**config.mk**
```make
export PLATFORM = sky130hd
export DESIGN_NAME = intrCsrTop
export DESIGN_NICKNAME = d
export VERILOG_FILES = /design/src/intrPkg.sv /design/src/csrAccess.sv /design/src/csrIntr.sv /design/src/csrTrapCtrl.sv /design/src/intrCsrTop.sv /design/src/intrSelect.sv
export SDC_FILE = /design/constraint.sdc
export NUM_CORES = 1
export LEC_CHECK = 0
export ABC_AREA = 1
export BUFFER_PORTS_ARGS = -buffer_cell sky130_fd_sc_hd__clkbuf_2
export CORE_MARGIN = 10
export CORE_UTILIZATION = 42
export DETAILED_ROUTE_END_ITERATION = 10
export HOLD_SLACK_MARGIN = 0.12
export PLACE_DENSITY = 0.89
export SYNTH_ARGS = -nofsm -noshare
export SYNTH_HDL_FRONTEND = slang
export SYNTH_SLANG_ARGS = --single-unit
```
**constraint.sdc**
```tcl
create_clock -name clk -period 3.2 [get_ports clk]
set_input_delay 0.32 -clock clk [delete_from_list [all_inputs] [get_ports clk]]
set_output_delay 0.32 -clock clk [all_outputs]
set_load 0.02 [all_outputs]
```
**src/intrPkg.sv**
```systemverilog
// Machine and supervisor interrupts only; no N extension, CSR addresses and masks are fixed by the privileged spec

package intrPkg;

  //////////////////////////////
  // Widths and options
  //////////////////////////////
  localparam int unsigned xlen           = 64;  // Data word width
  localparam bit          sModeSupported = 1'b1; // Supervisor mode present

  // CSR addresses
  localparam logic [11:0] addrSstatus = 12'h100;
  localparam logic [11:0] addrSie     = 12'h104;
  localparam logic [11:0] addrSip     = 12'h144;
  localparam logic [11:0] addrMstatus = 12'h300;
  localparam logic [11:0] addrMideleg = 12'h303;
  localparam logic [11:0] addrMie     = 12'h304;
  localparam logic [11:0] addrMip     = 12'h344;

  // Field masks over the low 12 bits of mip/mie
  localparam logic [11:0] mipWriteMask = 12'h222; // SEIP, STIP, SSIP
  localparam logic [11:0] sipWriteMask = 12'h002; // SSIP only
  localparam logic [11:0] mieWriteMask = 12'hAAA; // All M and S fields
  localparam logic [11:0] sFieldMask   = 12'h222;
  localparam logic [11:0] midelegMask  = 12'h222; // Only S interrupts can be delegated

  // Field indices, also the interrupt cause codes
  localparam int unsigned ssip = 1;
  localparam int unsigned msip = 3;
  localparam int unsigned stip = 5;
  localparam int unsigned mtip = 7;
  localparam int unsigned seip = 9;
  localparam int unsigned meip = 11;

  // Global enable positions in mstatus
  localparam int unsigned mstatusSieBit = 1;
  localparam int unsigned mstatusMieBit = 3;

  //////////////////////////////
  // Types
  //////////////////////////////
  typedef logic [1:0] privMode;

  localparam privMode privU = 2'd0;
  localparam privMode privS = 2'd1;
  localparam privMode privM = 2'd3; // 2 is reserved

  typedef struct packed {
    logic            write; // Single-cycle strobe
    logic [11:0]     addr;
    logic [xlen-1:0] wdata; // Final value, no read-modify-write
  } csrReq;

  typedef struct packed {
    logic ext;
    logic timer;
    logic sw;
  } intrLines;

  typedef struct packed {
    logic mip, sip, mie, sie, mideleg, mstatus, sstatus;
  } csrWrEn;

  typedef struct packed {
    logic       pending;
    logic [3:0] cause;
    logic       toSupervisor;
  } intrStatus;

endpackage

```
**src/csrAccess.sv**
```systemverilog
// Reads and the illegal flag are combinational; an illegal access returns zero and writes nothing

`timescale 1ns/1ps

module csrAccess import intrPkg::*; (
  input  logic            clk,
  input  logic            reset,
  input  csrReq           req,
  input  privMode         priv,
  input  logic [11:0]     ip,
  input  logic [11:0]     ie,
  input  logic [11:0]     mideleg,
  input  logic            mie,
  input  logic            sie,
  output csrWrEn          wrEn,
  output logic [xlen-1:0] rdata,
  output logic            illegal
);

  csrWrEn hit;   // Address match per CSR
  logic   known; // Address is one of the listed CSRs

  //////////////////////////////
  // Address decode
  //////////////////////////////
  always_comb begin
    hit         = '0;
    hit.mip     = (req.addr == addrMip);
    hit.mie     = (req.addr == addrMie);
    hit.mideleg = (req.addr == addrMideleg);
    hit.mstatus = (req.addr == addrMstatus);
    // S views exist only with supervisor mode
    hit.sip     = sModeSupported && (req.addr == addrSip);
    hit.sie     = sModeSupported && (req.addr == addrSie);
    hit.sstatus = sModeSupported && (req.addr == addrSstatus);
  end

  assign known   = (hit != '0);
  // Bits 9:8 hold the lowest privilege that may touch the CSR
  assign illegal = !known || (priv < req.addr[9:8]);

  // At most one strobe since the addresses are distinct
  assign wrEn = (req.write && !illegal) ? hit : '0;

  //////////////////////////////
  // Read views
  //////////////////////////////
  always_comb begin
    rdata = '0;
    if (!illegal) begin
      unique case (1'b1)
        hit.mip:     rdata = {{(xlen-12){1'b0}}, ip};
        hit.mie:     rdata = {{(xlen-12){1'b0}}, ie};
        hit.mideleg: rdata = {{(xlen-12){1'b0}}, mideleg};
        hit.sip:     rdata = {{(xlen-12){1'b0}}, ip & mideleg & sFieldMask}; // Delegated only
        hit.sie:     rdata = {{(xlen-12){1'b0}}, ie & mideleg & sFieldMask};
        hit.mstatus: begin
          rdata[mstatusMieBit] = mie;
          rdata[mstatusSieBit] = sie;
        end
        hit.sstatus: rdata[mstatusSieBit] = sie; // SIE is the only visible field here
        default:     rdata = '0;
      endcase
    end
  end

  // Downstream registers assume a single CSR written per cycle
  wrOneHot: assert property (@(posedge clk) disable iff (reset) $onehot0(wrEn))
    else $error("More than one CSR write strobe active");

endmodule

```
**src/csrIntr.sv**
```systemverilog
// Interrupt lines are level inputs sampled every edge; M-level pending bits clear only by reset

`timescale 1ns/1ps

module csrIntr import intrPkg::*; (
  input  logic            clk,
  input  logic            reset,
  input  csrWrEn          wrEn,
  input  logic [xlen-1:0] wdata,
  input  intrLines        lines,
  input  logic [11:0]     mideleg,
  output logic [11:0]     ip,
  output logic [11:0]     ie
);

  logic [11:0] intIn;      // Lines routed to their pending fields
  logic [11:0] mipMask;    // Writable mip fields
  logic [11:0] sipMask;    // Writable sip fields
  logic [11:0] ieSMask;    // Fields an sie write may touch
  logic [11:0] ipWrMask;   // Mask of the write in flight
  logic [11:0] ipNext;
  logic [11:0] ieNext;

  //////////////////////////////
  // Line routing
  //////////////////////////////
  // Each line lands in M or S field depending on delegation
  always_comb begin
    intIn       = '0;
    intIn[meip] = lines.ext   & ~mideleg[seip];
    intIn[seip] = lines.ext   &  mideleg[seip];
    intIn[mtip] = lines.timer & ~mideleg[stip];
    intIn[stip] = lines.timer &  mideleg[stip];
    intIn[msip] = lines.sw    & ~mideleg[ssip];
    intIn[ssip] = lines.sw    &  mideleg[ssip];
  end

  // Without S mode nothing in mip/sip is software writable
  assign mipMask = sModeSupported ? mipWriteMask : '0;
  assign sipMask = sModeSupported ? sipWriteMask : '0;
  assign ieSMask = sModeSupported ? sFieldMask   : '0;

  //////////////////////////////
  // Pending register
  //////////////////////////////
  always_comb begin
    ipWrMask = '0;
    if (wrEn.mip)      ipWrMask = mipMask;
    else if (wrEn.sip) ipWrMask = sipMask;
    // Written fields take wdata, others hold; a live line wins over a clear
    ipNext = (wdata[11:0] & ipWrMask) | (ip & ~ipWrMask) | intIn;
  end

  always_ff @(posedge clk or posedge reset) begin
    if (reset) begin
      ip <= '0;
    end else begin
      ip <= ipNext; // Lines OR in every cycle
    end
  end

  //////////////////////////////
  // Enable register
  //////////////////////////////
  always_comb begin
    ieNext = ie;
    if (wrEn.mie) begin
      ieNext = wdata[11:0] & mieWriteMask;                    // Full M and S view
    end else if (wrEn.sie) begin
      ieNext = (wdata[11:0] & ieSMask) | (ie & ~ieSMask);     // MEIE, MTIE, MSIE kept
    end
  end

  always_ff @(posedge clk or posedge reset) begin
    if (reset) begin
      ie <= '0;
    end else begin
      ie <= ieNext;
    end
  end

  // Reserved and U fields must never latch anything
  ipDefined: assert property (@(posedge clk) disable iff (reset)
    (ip & ~mieWriteMask) == '0)
    else $error("Pending bit set outside M/S fields");

  ieDefined: assert property (@(posedge clk) disable iff (reset)
    (ie & ~mieWriteMask) == '0)
    else $error("Enable bit set outside M/S fields");

endmodule

```
**src/csrTrapCtrl.sv**
```systemverilog
// Holds only MIDELEG and the MIE/SIE global enables; all other mstatus fields read as zero

`timescale 1ns/1ps

module csrTrapCtrl import intrPkg::*; (
  input  logic            clk,
  input  logic            reset,
  input  csrWrEn          wrEn,
  input  logic [xlen-1:0] wdata,
  output logic [11:0]     mideleg,
  output logic            mie,
  output logic            sie
);

  logic [11:0] delegMask; // Fields of mideleg that can be set

  assign delegMask = sModeSupported ? midelegMask : '0;

  //////////////////////////////
  // Delegation
  //////////////////////////////
  always_ff @(posedge clk or posedge reset) begin
    if (reset) begin
      mideleg <= '0;
    end else if (wrEn.mideleg) begin
      mideleg <= wdata[11:0] & delegMask; // M interrupts stay in M
    end
  end

  //////////////////////////////
  // Global enables
  //////////////////////////////
  always_ff @(posedge clk or posedge reset) begin
    if (reset) begin
      mie <= 1'b0;
      sie <= 1'b0;
    end else if (wrEn.mstatus) begin
      mie <= wdata[mstatusMieBit];
      sie <= sModeSupported && wdata[mstatusSieBit];
    end else if (wrEn.sstatus) begin
      // sstatus is a restricted view and cannot reach MIE
      sie <= sModeSupported && wdata[mstatusSieBit];
    end
  end

  // Selector relies on M interrupts never being routed to S
  noMDeleg: assert property (@(posedge clk) disable iff (reset)
    (mideleg & ~midelegMask) == '0)
    else $error("mideleg holds an M-level field");

endmodule

```
**src/intrCsrTop.sv**
```systemverilog
// Top of the interrupt CSR slice; one request per cycle, no back-pressure, reads are combinational

`timescale 1ns/1ps

module intrCsrTop import intrPkg::*; (
  input  logic            clk,
  input  logic            reset,
  input  csrReq           req,
  input  privMode         priv,
  input  intrLines        lines,
  output logic [xlen-1:0] rdata,
  output logic            illegal,
  output intrStatus       status
);

  csrWrEn      wrEn;    // One strobe per CSR
  logic [11:0] ip;
  logic [11:0] ie;
  logic [11:0] mideleg;
  logic        mie;     // mstatus.MIE
  logic        sie;     // mstatus.SIE

  //////////////////////////////
  // Blocks
  //////////////////////////////
  csrAccess u_csrAccess (
    .clk(clk), .reset(reset), .req(req), .priv(priv),
    .ip(ip), .ie(ie), .mideleg(mideleg), .mie(mie), .sie(sie),
    .wrEn(wrEn), .rdata(rdata), .illegal(illegal)
  );

  csrIntr u_csrIntr (
    .clk(clk), .reset(reset), .wrEn(wrEn), .wdata(req.wdata),
    .lines(lines), .mideleg(mideleg), .ip(ip), .ie(ie)
  );

  csrTrapCtrl u_csrTrapCtrl (
    .clk(clk), .reset(reset), .wrEn(wrEn), .wdata(req.wdata),
    .mideleg(mideleg), .mie(mie), .sie(sie)
  );

  intrSelect u_intrSelect (
    .ip(ip), .ie(ie), .mideleg(mideleg), .mie(mie), .sie(sie),
    .priv(priv), .status(status)
  );

endmodule

```
**src/intrSelect.sv**
```systemverilog
// Pure combinational; assumes priv is never the reserved encoding 2

`timescale 1ns/1ps

module intrSelect import intrPkg::*; (
  input  logic [11:0] ip,
  input  logic [11:0] ie,
  input  logic [11:0] mideleg,
  input  logic        mie,
  input  logic        sie,
  input  privMode     priv,
  output intrStatus   status
);

  logic [11:0] cand;  // Pending and enabled
  logic        mOk;   // M-targeted interrupts allowed now
  logic        sOk;   // S-targeted interrupts allowed now
  logic [11:0] mTake;
  logic [11:0] sTake;
  logic [11:0] take;

  //////////////////////////////
  // Global enable rule
  //////////////////////////////
  assign cand = ip & ie;

  // Lower modes are always interruptible by a higher target
  assign mOk = (priv != privM) || mie;
  assign sOk = (priv == privU) || ((priv == privS) && sie); // Never in M

  assign mTake = cand & ~mideleg & {12{mOk}};
  assign sTake = cand &  mideleg & {12{sOk}};
  assign take  = mTake | sTake;

  //////////////////////////////
  // Fixed priority
  //////////////////////////////
  // MEI > MSI > MTI > SEI > SSI > STI
  always_comb begin
    status       = '0;
    status.pending = (take != '0);
    if (take[meip]) begin
      status.cause = 4'(meip);
    end else if (take[msip]) begin
      status.cause = 4'(msip);
    end else if (take[mtip]) begin
      status.cause = 4'(mtip);
    end else if (take[seip]) begin
      status.cause = 4'(seip);
    end else if (take[ssip]) begin
      status.cause = 4'(ssip);
    end else if (take[stip]) begin
      status.cause = 4'(stip);
    end
    // Target mode follows delegation of the winner
    status.toSupervisor = status.pending && sTake[status.cause];
  end

endmodule

```
==> results of run 1 <==
## cells by family after synthesis
| kind of cell | after synthesis |
|---|---|
| AO/OA/AOI/OAI | 35 |
| multiplexers | 1 |
| AND/OR/NAND/NOR | 119 |
| other | 1 |
| flip-flops | 17 |
| adder cells (fa/ha/maj) | 1 |
| buffers and inverters | 98 |
## registers in the layout, indices dropped and copies added (netlist names)
name / count
u_csrIntr.ip: 6
u_csrTrapCtrl.mie: 1
u_csrIntr.ie: 6
u_csrTrapCtrl.sie: 1
u_csrTrapCtrl.mideleg: 3
## per-stage QoR
stage                     hold WS [ns]  instances  total power [W]  setup WS, ns  instance area [um2]
final                           0.1293        364        0.0005033         1.016                 1918
after global routing            0.1933        364        0.0005304        0.7889                 1918
after CTS                       0.1506        364        0.0005065         1.006                 1918
after detailed placement        0.4351        360        0.0003369         1.142                 1872
after global placement          0.4132        360        0.0003345         1.150                 1872
after floorplan                 0.2461        329        0.0003653         1.220                 2057
## area by class of cell
class / count / share of cell area [%]
Timing Repair Buffer: 38 / 9.915
Clock buffer: 3 / 2.153
Inverter: 39 / 7.697
Tap cell: 52 / 3.392
Clock inverter: 1 / 0.2609
Sequential cell: 17 / 22.18
Multi-Input combinational cell: 214 / 54.40
## worst min path at each step
stage | startpoint | endpoint | slack, ns | cells past startpoint
finish | reset | u_csrIntr.ie[1] | 0.13 | 2
global route | reset | u_csrIntr.ie[1] | 0.19 | 2
detailed placement | reset | u_csrIntr.ie[7] | 0.44 | 2
CTS | reset | u_csrIntr.ie[1] | 0.15 | 2
global placement | reset | u_csrIntr.ie[1] | 0.41 | 2
floorplan | reset | u_csrIntr.ie[11] | 0.25 | 1
## power by group
group	total (W)	internal, W	switching [W]
Clock	0.000167	0.0000865	0.0000802
Combinational	0.000119	0.0000202	0.0000991
Sequential	0.000217	0.000216	0.00000118
## metal layers
metal	routed length [um]	GRT usage, %	vias to the layer above
met3	661	5.347	4
met4	45	4.418	0
met2	2129	19.34	92
met5	0	0	-
met1	1682	13.36	741
li1	-	-	833
## critical path, cell delays in order (launching register included)
cell and delay, ns:
dfrtp_1 0.38, inv_1 0.09, nand3_1 0.20, nand3_1 0.21
nand2_1 0.07, o21ai_1 0.21, nor2_1 0.06, nand2_1 0.07
nand3b_1 0.07, nor2_1 0.08, clkbuf_2 0.17
## synthesized netlist by cell type, types with 2 or more instances
cell type / n / area share (%)
nand2_2: 2 / 0.68
nand4_1: 2 / 0.68
dfrtp_1: 17 / 23
nor2_4: 2 / 1.2
o21ai_0: 5 / 1.4
inv_2: 4 / 0.81
nor2_2: 2 / 0.68
nor2_1: 19 / 3.9
o221ai_1: 2 / 0.95
nand3b_1: 3 / 1.2
nor3_1: 2 / 0.54
nand2_1: 57 / 12
or2_2: 2 / 0.68
o21bai_1: 2 / 0.81
nand3_1: 19 / 5.2
o211ai_1: 4 / 1.6
buf_4: 58 / 24
inv_1: 34 / 6.9
o21ai_1: 10 / 2.7
a21oi_1: 7 / 1.9
nand3_2: 4 / 2.2
==> flow_metrics.env, run 1 <==
export IMPL_status="completed"
export IMPL_vias=1670
export IMPL_critPathLaunchType="flop"
export IMPL_grt_max_degree=18
export IMPL_crit_end="status[0]"
export IMPL_ys_seq_area_share_pct=23.08
export IMPL_clock_path_buffers=2
export IMPL_mostFrequentLayoutCell="conb_1"
export IMPL_clock_sinks=17
export IMPL_arrival_ns=1.86
export IMPL_ant_nets=0
export IMPL_path_max_fanout=6
export IMPL_period_share_pct=68.25
export IMPL_hold_path_class="in -> async"
export IMPL_tightestPinTransition_ns=0.6686
export IMPL_synth_cell_types=36
export IMPL_cts_resized_gates=0
export IMPL_synthAdderAreaFrac_pct=0.6789
export IMPL_cts_tree="built"
export IMPL_synth_compound_area_share_pct=11.88
export IMPL_clock_latency_ns=0.25
export IMPL_totalWireLength_mm=4.518
export IMPL_grt_ovfl_total=0
export IMPL_synthToLayoutAreaGrowth_pct=4.073
export IMPL_final_util_pct=44.67
export IMPL_cts_root_buf="clkbuf_8"
export IMPL_fillers=457
export IMPL_cts_hold_buf=0
export IMPL_cts_buffers_inserted=3
export IMPL_synth_flop_cell="dfrtp_1"
export IMPL_finalHoldViolCount=0
export IMPL_r2r_cells=2
export IMPL_drc=0
export IMPL_worstPathRequired_ns=2.88
export IMPL_clkSlewWorstSetupHoldPaths_ns=0.07
export IMPL_rows=24
export IMPL_start_util_pct=42.92
export IMPL_dp_hpwl_mm=3.924
export IMPL_relSlewSlack_pct=55.38
export IMPL_tns_ns=0
export IMPL_grt_pass1_vias=1584
export IMPL_reg2reg_to="u_csrIntr.ip[9]"
export IMPL_startpoint="u_csrTrapCtrl.mie"
export IMPL_multi_input_area_um2=1044
export IMPL_port_buffers=38
export IMPL_ir_drop_mv=0.1459
export IMPL_drtIter0Drc=129
export IMPL_avgRoutedWirePerCell_um=12.41
export IMPL_synth_simple_area_share_pct=31.64
export IMPL_yosys_area_share_xor_xnor_pct=0
export IMPL_period_needed_ns=2.184
export IMPL_core_area_um2=4294
export IMPL_cts_setup_buffers=0
export IMPL_async_flop_share_pct=100.0
export IMPL_grt_total_usage_pct=11.88
export IMPL_diodes=0
export IMPL_synth_edf_count=0
export IMPL_rrSetupSlack_ns=2.38
export IMPL_synthMuxAreaShare_pct=0.6110
export IMPL_finalMaxSlewViolations=0
export IMPL_drive_gt1_share_pct=20.83
export IMPL_critPathKind="reg -> out"
export IMPL_htree_num_levels=1
export IMPL_drtPass1Iterations=4
export IMPL_seqCellArea_um2=425.4
export IMPL_via_per_inst=4.588
export IMPL_fmax_ghz=0.4579
export IMPL_timing_rr_start="u_csrTrapCtrl.mideleg[9]"
export IMPL_setup_viol=0
export IMPL_die_h_um=86.25
export IMPL_layout_common_cells="conb_1, nand2_1, clkbuf_2"
export IMPL_p_leak_nw=1.153
export IMPL_grt_first_pass_wirelength_mm=7.458
export IMPL_antenna_found_initial=0
export IMPL_fin_worst_skew_ns=0.0004012
export IMPL_ios=155
export IMPL_ys_warn_count=0
export IMPL_synth_top_family_by_area="buffers and inverters"
export IMPL_dieArea_um2=7438
export IMPL_ys_ff_latch=17
export IMPL_die_x_um=86.25
export IMPL_crit_path_end_kind="output port"
export IMPL_maxCapViolations=0
export IMPL_rsz0062_at_grt="false"
export IMPL_syn_area_per_cell_um2=6.776
export IMPL_p_per_area_nw_per_um2=262.4
export IMPL_nets=398
export IMPL_synthCells=272
export IMPL_syn_area_um2=1843
export IMPL_gp_congestion=0.8543
No activity file was read; power rests on OpenSTA's default activity.
==> run 2: changes to the inputs <==
- CORE_UTILIZATION: 42 -> 35
- PLACE_DENSITY: 0.89 -> 0.79
- clock period: 3.2 -> 2 ns (I/O delays scaled with it)
==> flow_metrics.env, run 2 (same netlist as run 1, synthesis figures left out) <==
export IMPL_path_max_fanout=5
export IMPL_setup_viol=0
export IMPL_totalWireLength_mm=4.666
export IMPL_dp_hpwl_mm=3.996
export IMPL_drive_gt1_share_pct=24.44
export IMPL_drtPass1Iterations=4
export IMPL_clock_latency_ns=0.25
export IMPL_clock_sinks=17
export IMPL_crit_path_end_kind="output port"
export IMPL_die_x_um=92.57
export IMPL_synthToLayoutAreaGrowth_pct=9.301
export IMPL_total_power_w=0.0008093
export IMPL_finalMaxSlewViolations=0
export IMPL_hold_path_class="in -> reg"
export IMPL_grt_ovfl_total=0
export IMPL_start_util_pct=36.09
export IMPL_vias=1659
export IMPL_finalHoldViolCount=0
export IMPL_nets=401
export IMPL_top_regs="u_csrIntr.ie (6), u_csrIntr.ip (6), u_csrTrapCtrl.mideleg (3)"
export IMPL_fmax_ghz=0.5228
export IMPL_dieArea_um2=8568
export IMPL_arrival_ns=1.71
export IMPL_critPathLaunchType="flop"
export IMPL_clkSlewWorstSetupHoldPaths_ns=0.07
export IMPL_die_h_um=92.57
export IMPL_layout_common_cells="conb_1, nand2_1, clkbuf_2"
export IMPL_diodes=0
export IMPL_rsz0062_at_grt="true"
export IMPL_cts_tree="built"
export IMPL_combPwrFrac_pct=24.7
export IMPL_ios=155
export IMPL_timing_rr_start="u_csrTrapCtrl.mideleg[9]"
export IMPL_gp_congestion=0.8287
export IMPL_grt_max_degree=18
export IMPL_rows=26
export IMPL_critPathKind="reg -> out"
export IMPL_maxCapViolations=0
export IMPL_clockPowerShare_pct=32.3
export IMPL_period_needed_ns=1.913
export IMPL_status="completed"
export IMPL_power_frac_seq_pct=43.0
export IMPL_period_share_pct=95.64
export IMPL_drtIter0Drc=162
export IMPL_core_area_um2=5107
export IMPL_startpoint="u_csrTrapCtrl.mideleg[1]"
export IMPL_grt_pass1_vias=1683
export IMPL_switching_share_pct=34.99
export IMPL_ir_drop_mv=0.4230
export IMPL_grt_first_pass_wirelength_mm=7.810
export IMPL_clock_path_buffers=2
export IMPL_ant_nets=0
export IMPL_reg2reg_to="u_csrIntr.ip[9]"
export IMPL_holdWs_ns=0.1582
export IMPL_fin_worst_skew_ns=0.0007558
export IMPL_internal_power_w=0.0005261
export IMPL_hold_start="req[11]"
export IMPL_crit_end="status[0]"
export IMPL_antenna_found_initial=0
export IMPL_port_buffers=38
export IMPL_cts_root_buf="clkbuf_8"
export IMPL_grt_total_usage_pct=10.64
export IMPL_worstPathRequired_ns=1.80
export IMPL_cts_buffers_inserted=3
export IMPL_rrSetupSlack_ns=1.16
export IMPL_p_leak_nw=1.168
export IMPL_net_switching_power_w=0.0002832
export IMPL_relSlewSlack_pct=53.88
export IMPL_htree_num_levels=1
export IMPL_p_per_area_nw_per_um2=401.7
export IMPL_mostFrequentLayoutCell="conb_1"
export IMPL_tightestPinTransition_ns=0.6910
export IMPL_avgRoutedWirePerCell_um=12.12
export IMPL_via_per_inst=4.309
export IMPL_final_util_pct=39.44
export IMPL_drc=0
export IMPL_r2r_cells=2
[run 2: power groups by stage]
stage / clock, W / combinational (W) / sequential (W)
after CTS: 0.000270 / 0.000191 / 0.000348
after floorplan: 0 / 0.000231 / 0.000354
after detailed placement: 0 / 0.000187 / 0.000354
final: 0.000261 / 0.000200 / 0.000348
after global routing: 0.000284 / 0.000221 / 0.000348
after global placement: 0 / 0.000184 / 0.000354
[run 2: worst max-delay path, cell delays in order, from the launching register on]
cell and delay, ns:
dfrtp_1 0.42, inv_1 0.11, nor3_2 0.24, nor2_2 0.07, nand3b_1 0.12, nand3_1 0.07, nand3b_1 0.15, nor2_1 0.11
buf_4 0.15
[run 2: worst min-delay path by stage]
stage,end,cells after the start
after floorplan,u_csrIntr.ie[11],1
after global placement,u_csrIntr.ie[9],2
after detailed placement,u_csrIntr.ie[3],2
after CTS,u_csrIntr.ie[11],3
after global routing,u_csrIntr.ip[3],2
final,u_csrIntr.ie[11],3
[run 2: layout make-up]
class / instances / area [um2]
clock buffer: 4 / 45.04
fill: 558 / 3093
inverter: 39 / 147.6
multi-input combinational: 214 / 1091
sequential: 17 / 425.4
tap: 70 / 87.58
timing repair buffer: 41 / 217.7
[run 2: layer usage]
metal  global-route usage (%)  routed length, um
met1                    11.35               1745
met2                    18.47               2287
met3                    5.488                606
met4                    2.057                 27
met5                        0                  0
[run 2: repair_timing]
action	CTS	global route
gates cloned	0	0
setup buffers	0	1
endpoints found under the hold margin	17	0
endpoints found under the setup margin	3	4
gates resized for setup	4	11
pin swaps	1	6
hold buffers	1	0
[run 2: stage by stage]
stage | setup TNS [ns] | setup WS, ns | area [um2] | std cells
after floorplan | 0 | 0.1401 | 2057 | 329
after global placement | 0 | 0.1849 | 1902 | 379
after detailed placement | 0 | 0.1583 | 1902 | 379
after CTS | 0 | 0.009562 | 1977 | 384
after global routing | -0.07683 | -0.07683 | 2014 | 385
final | 0 | 0.08722 | 2014 | 385
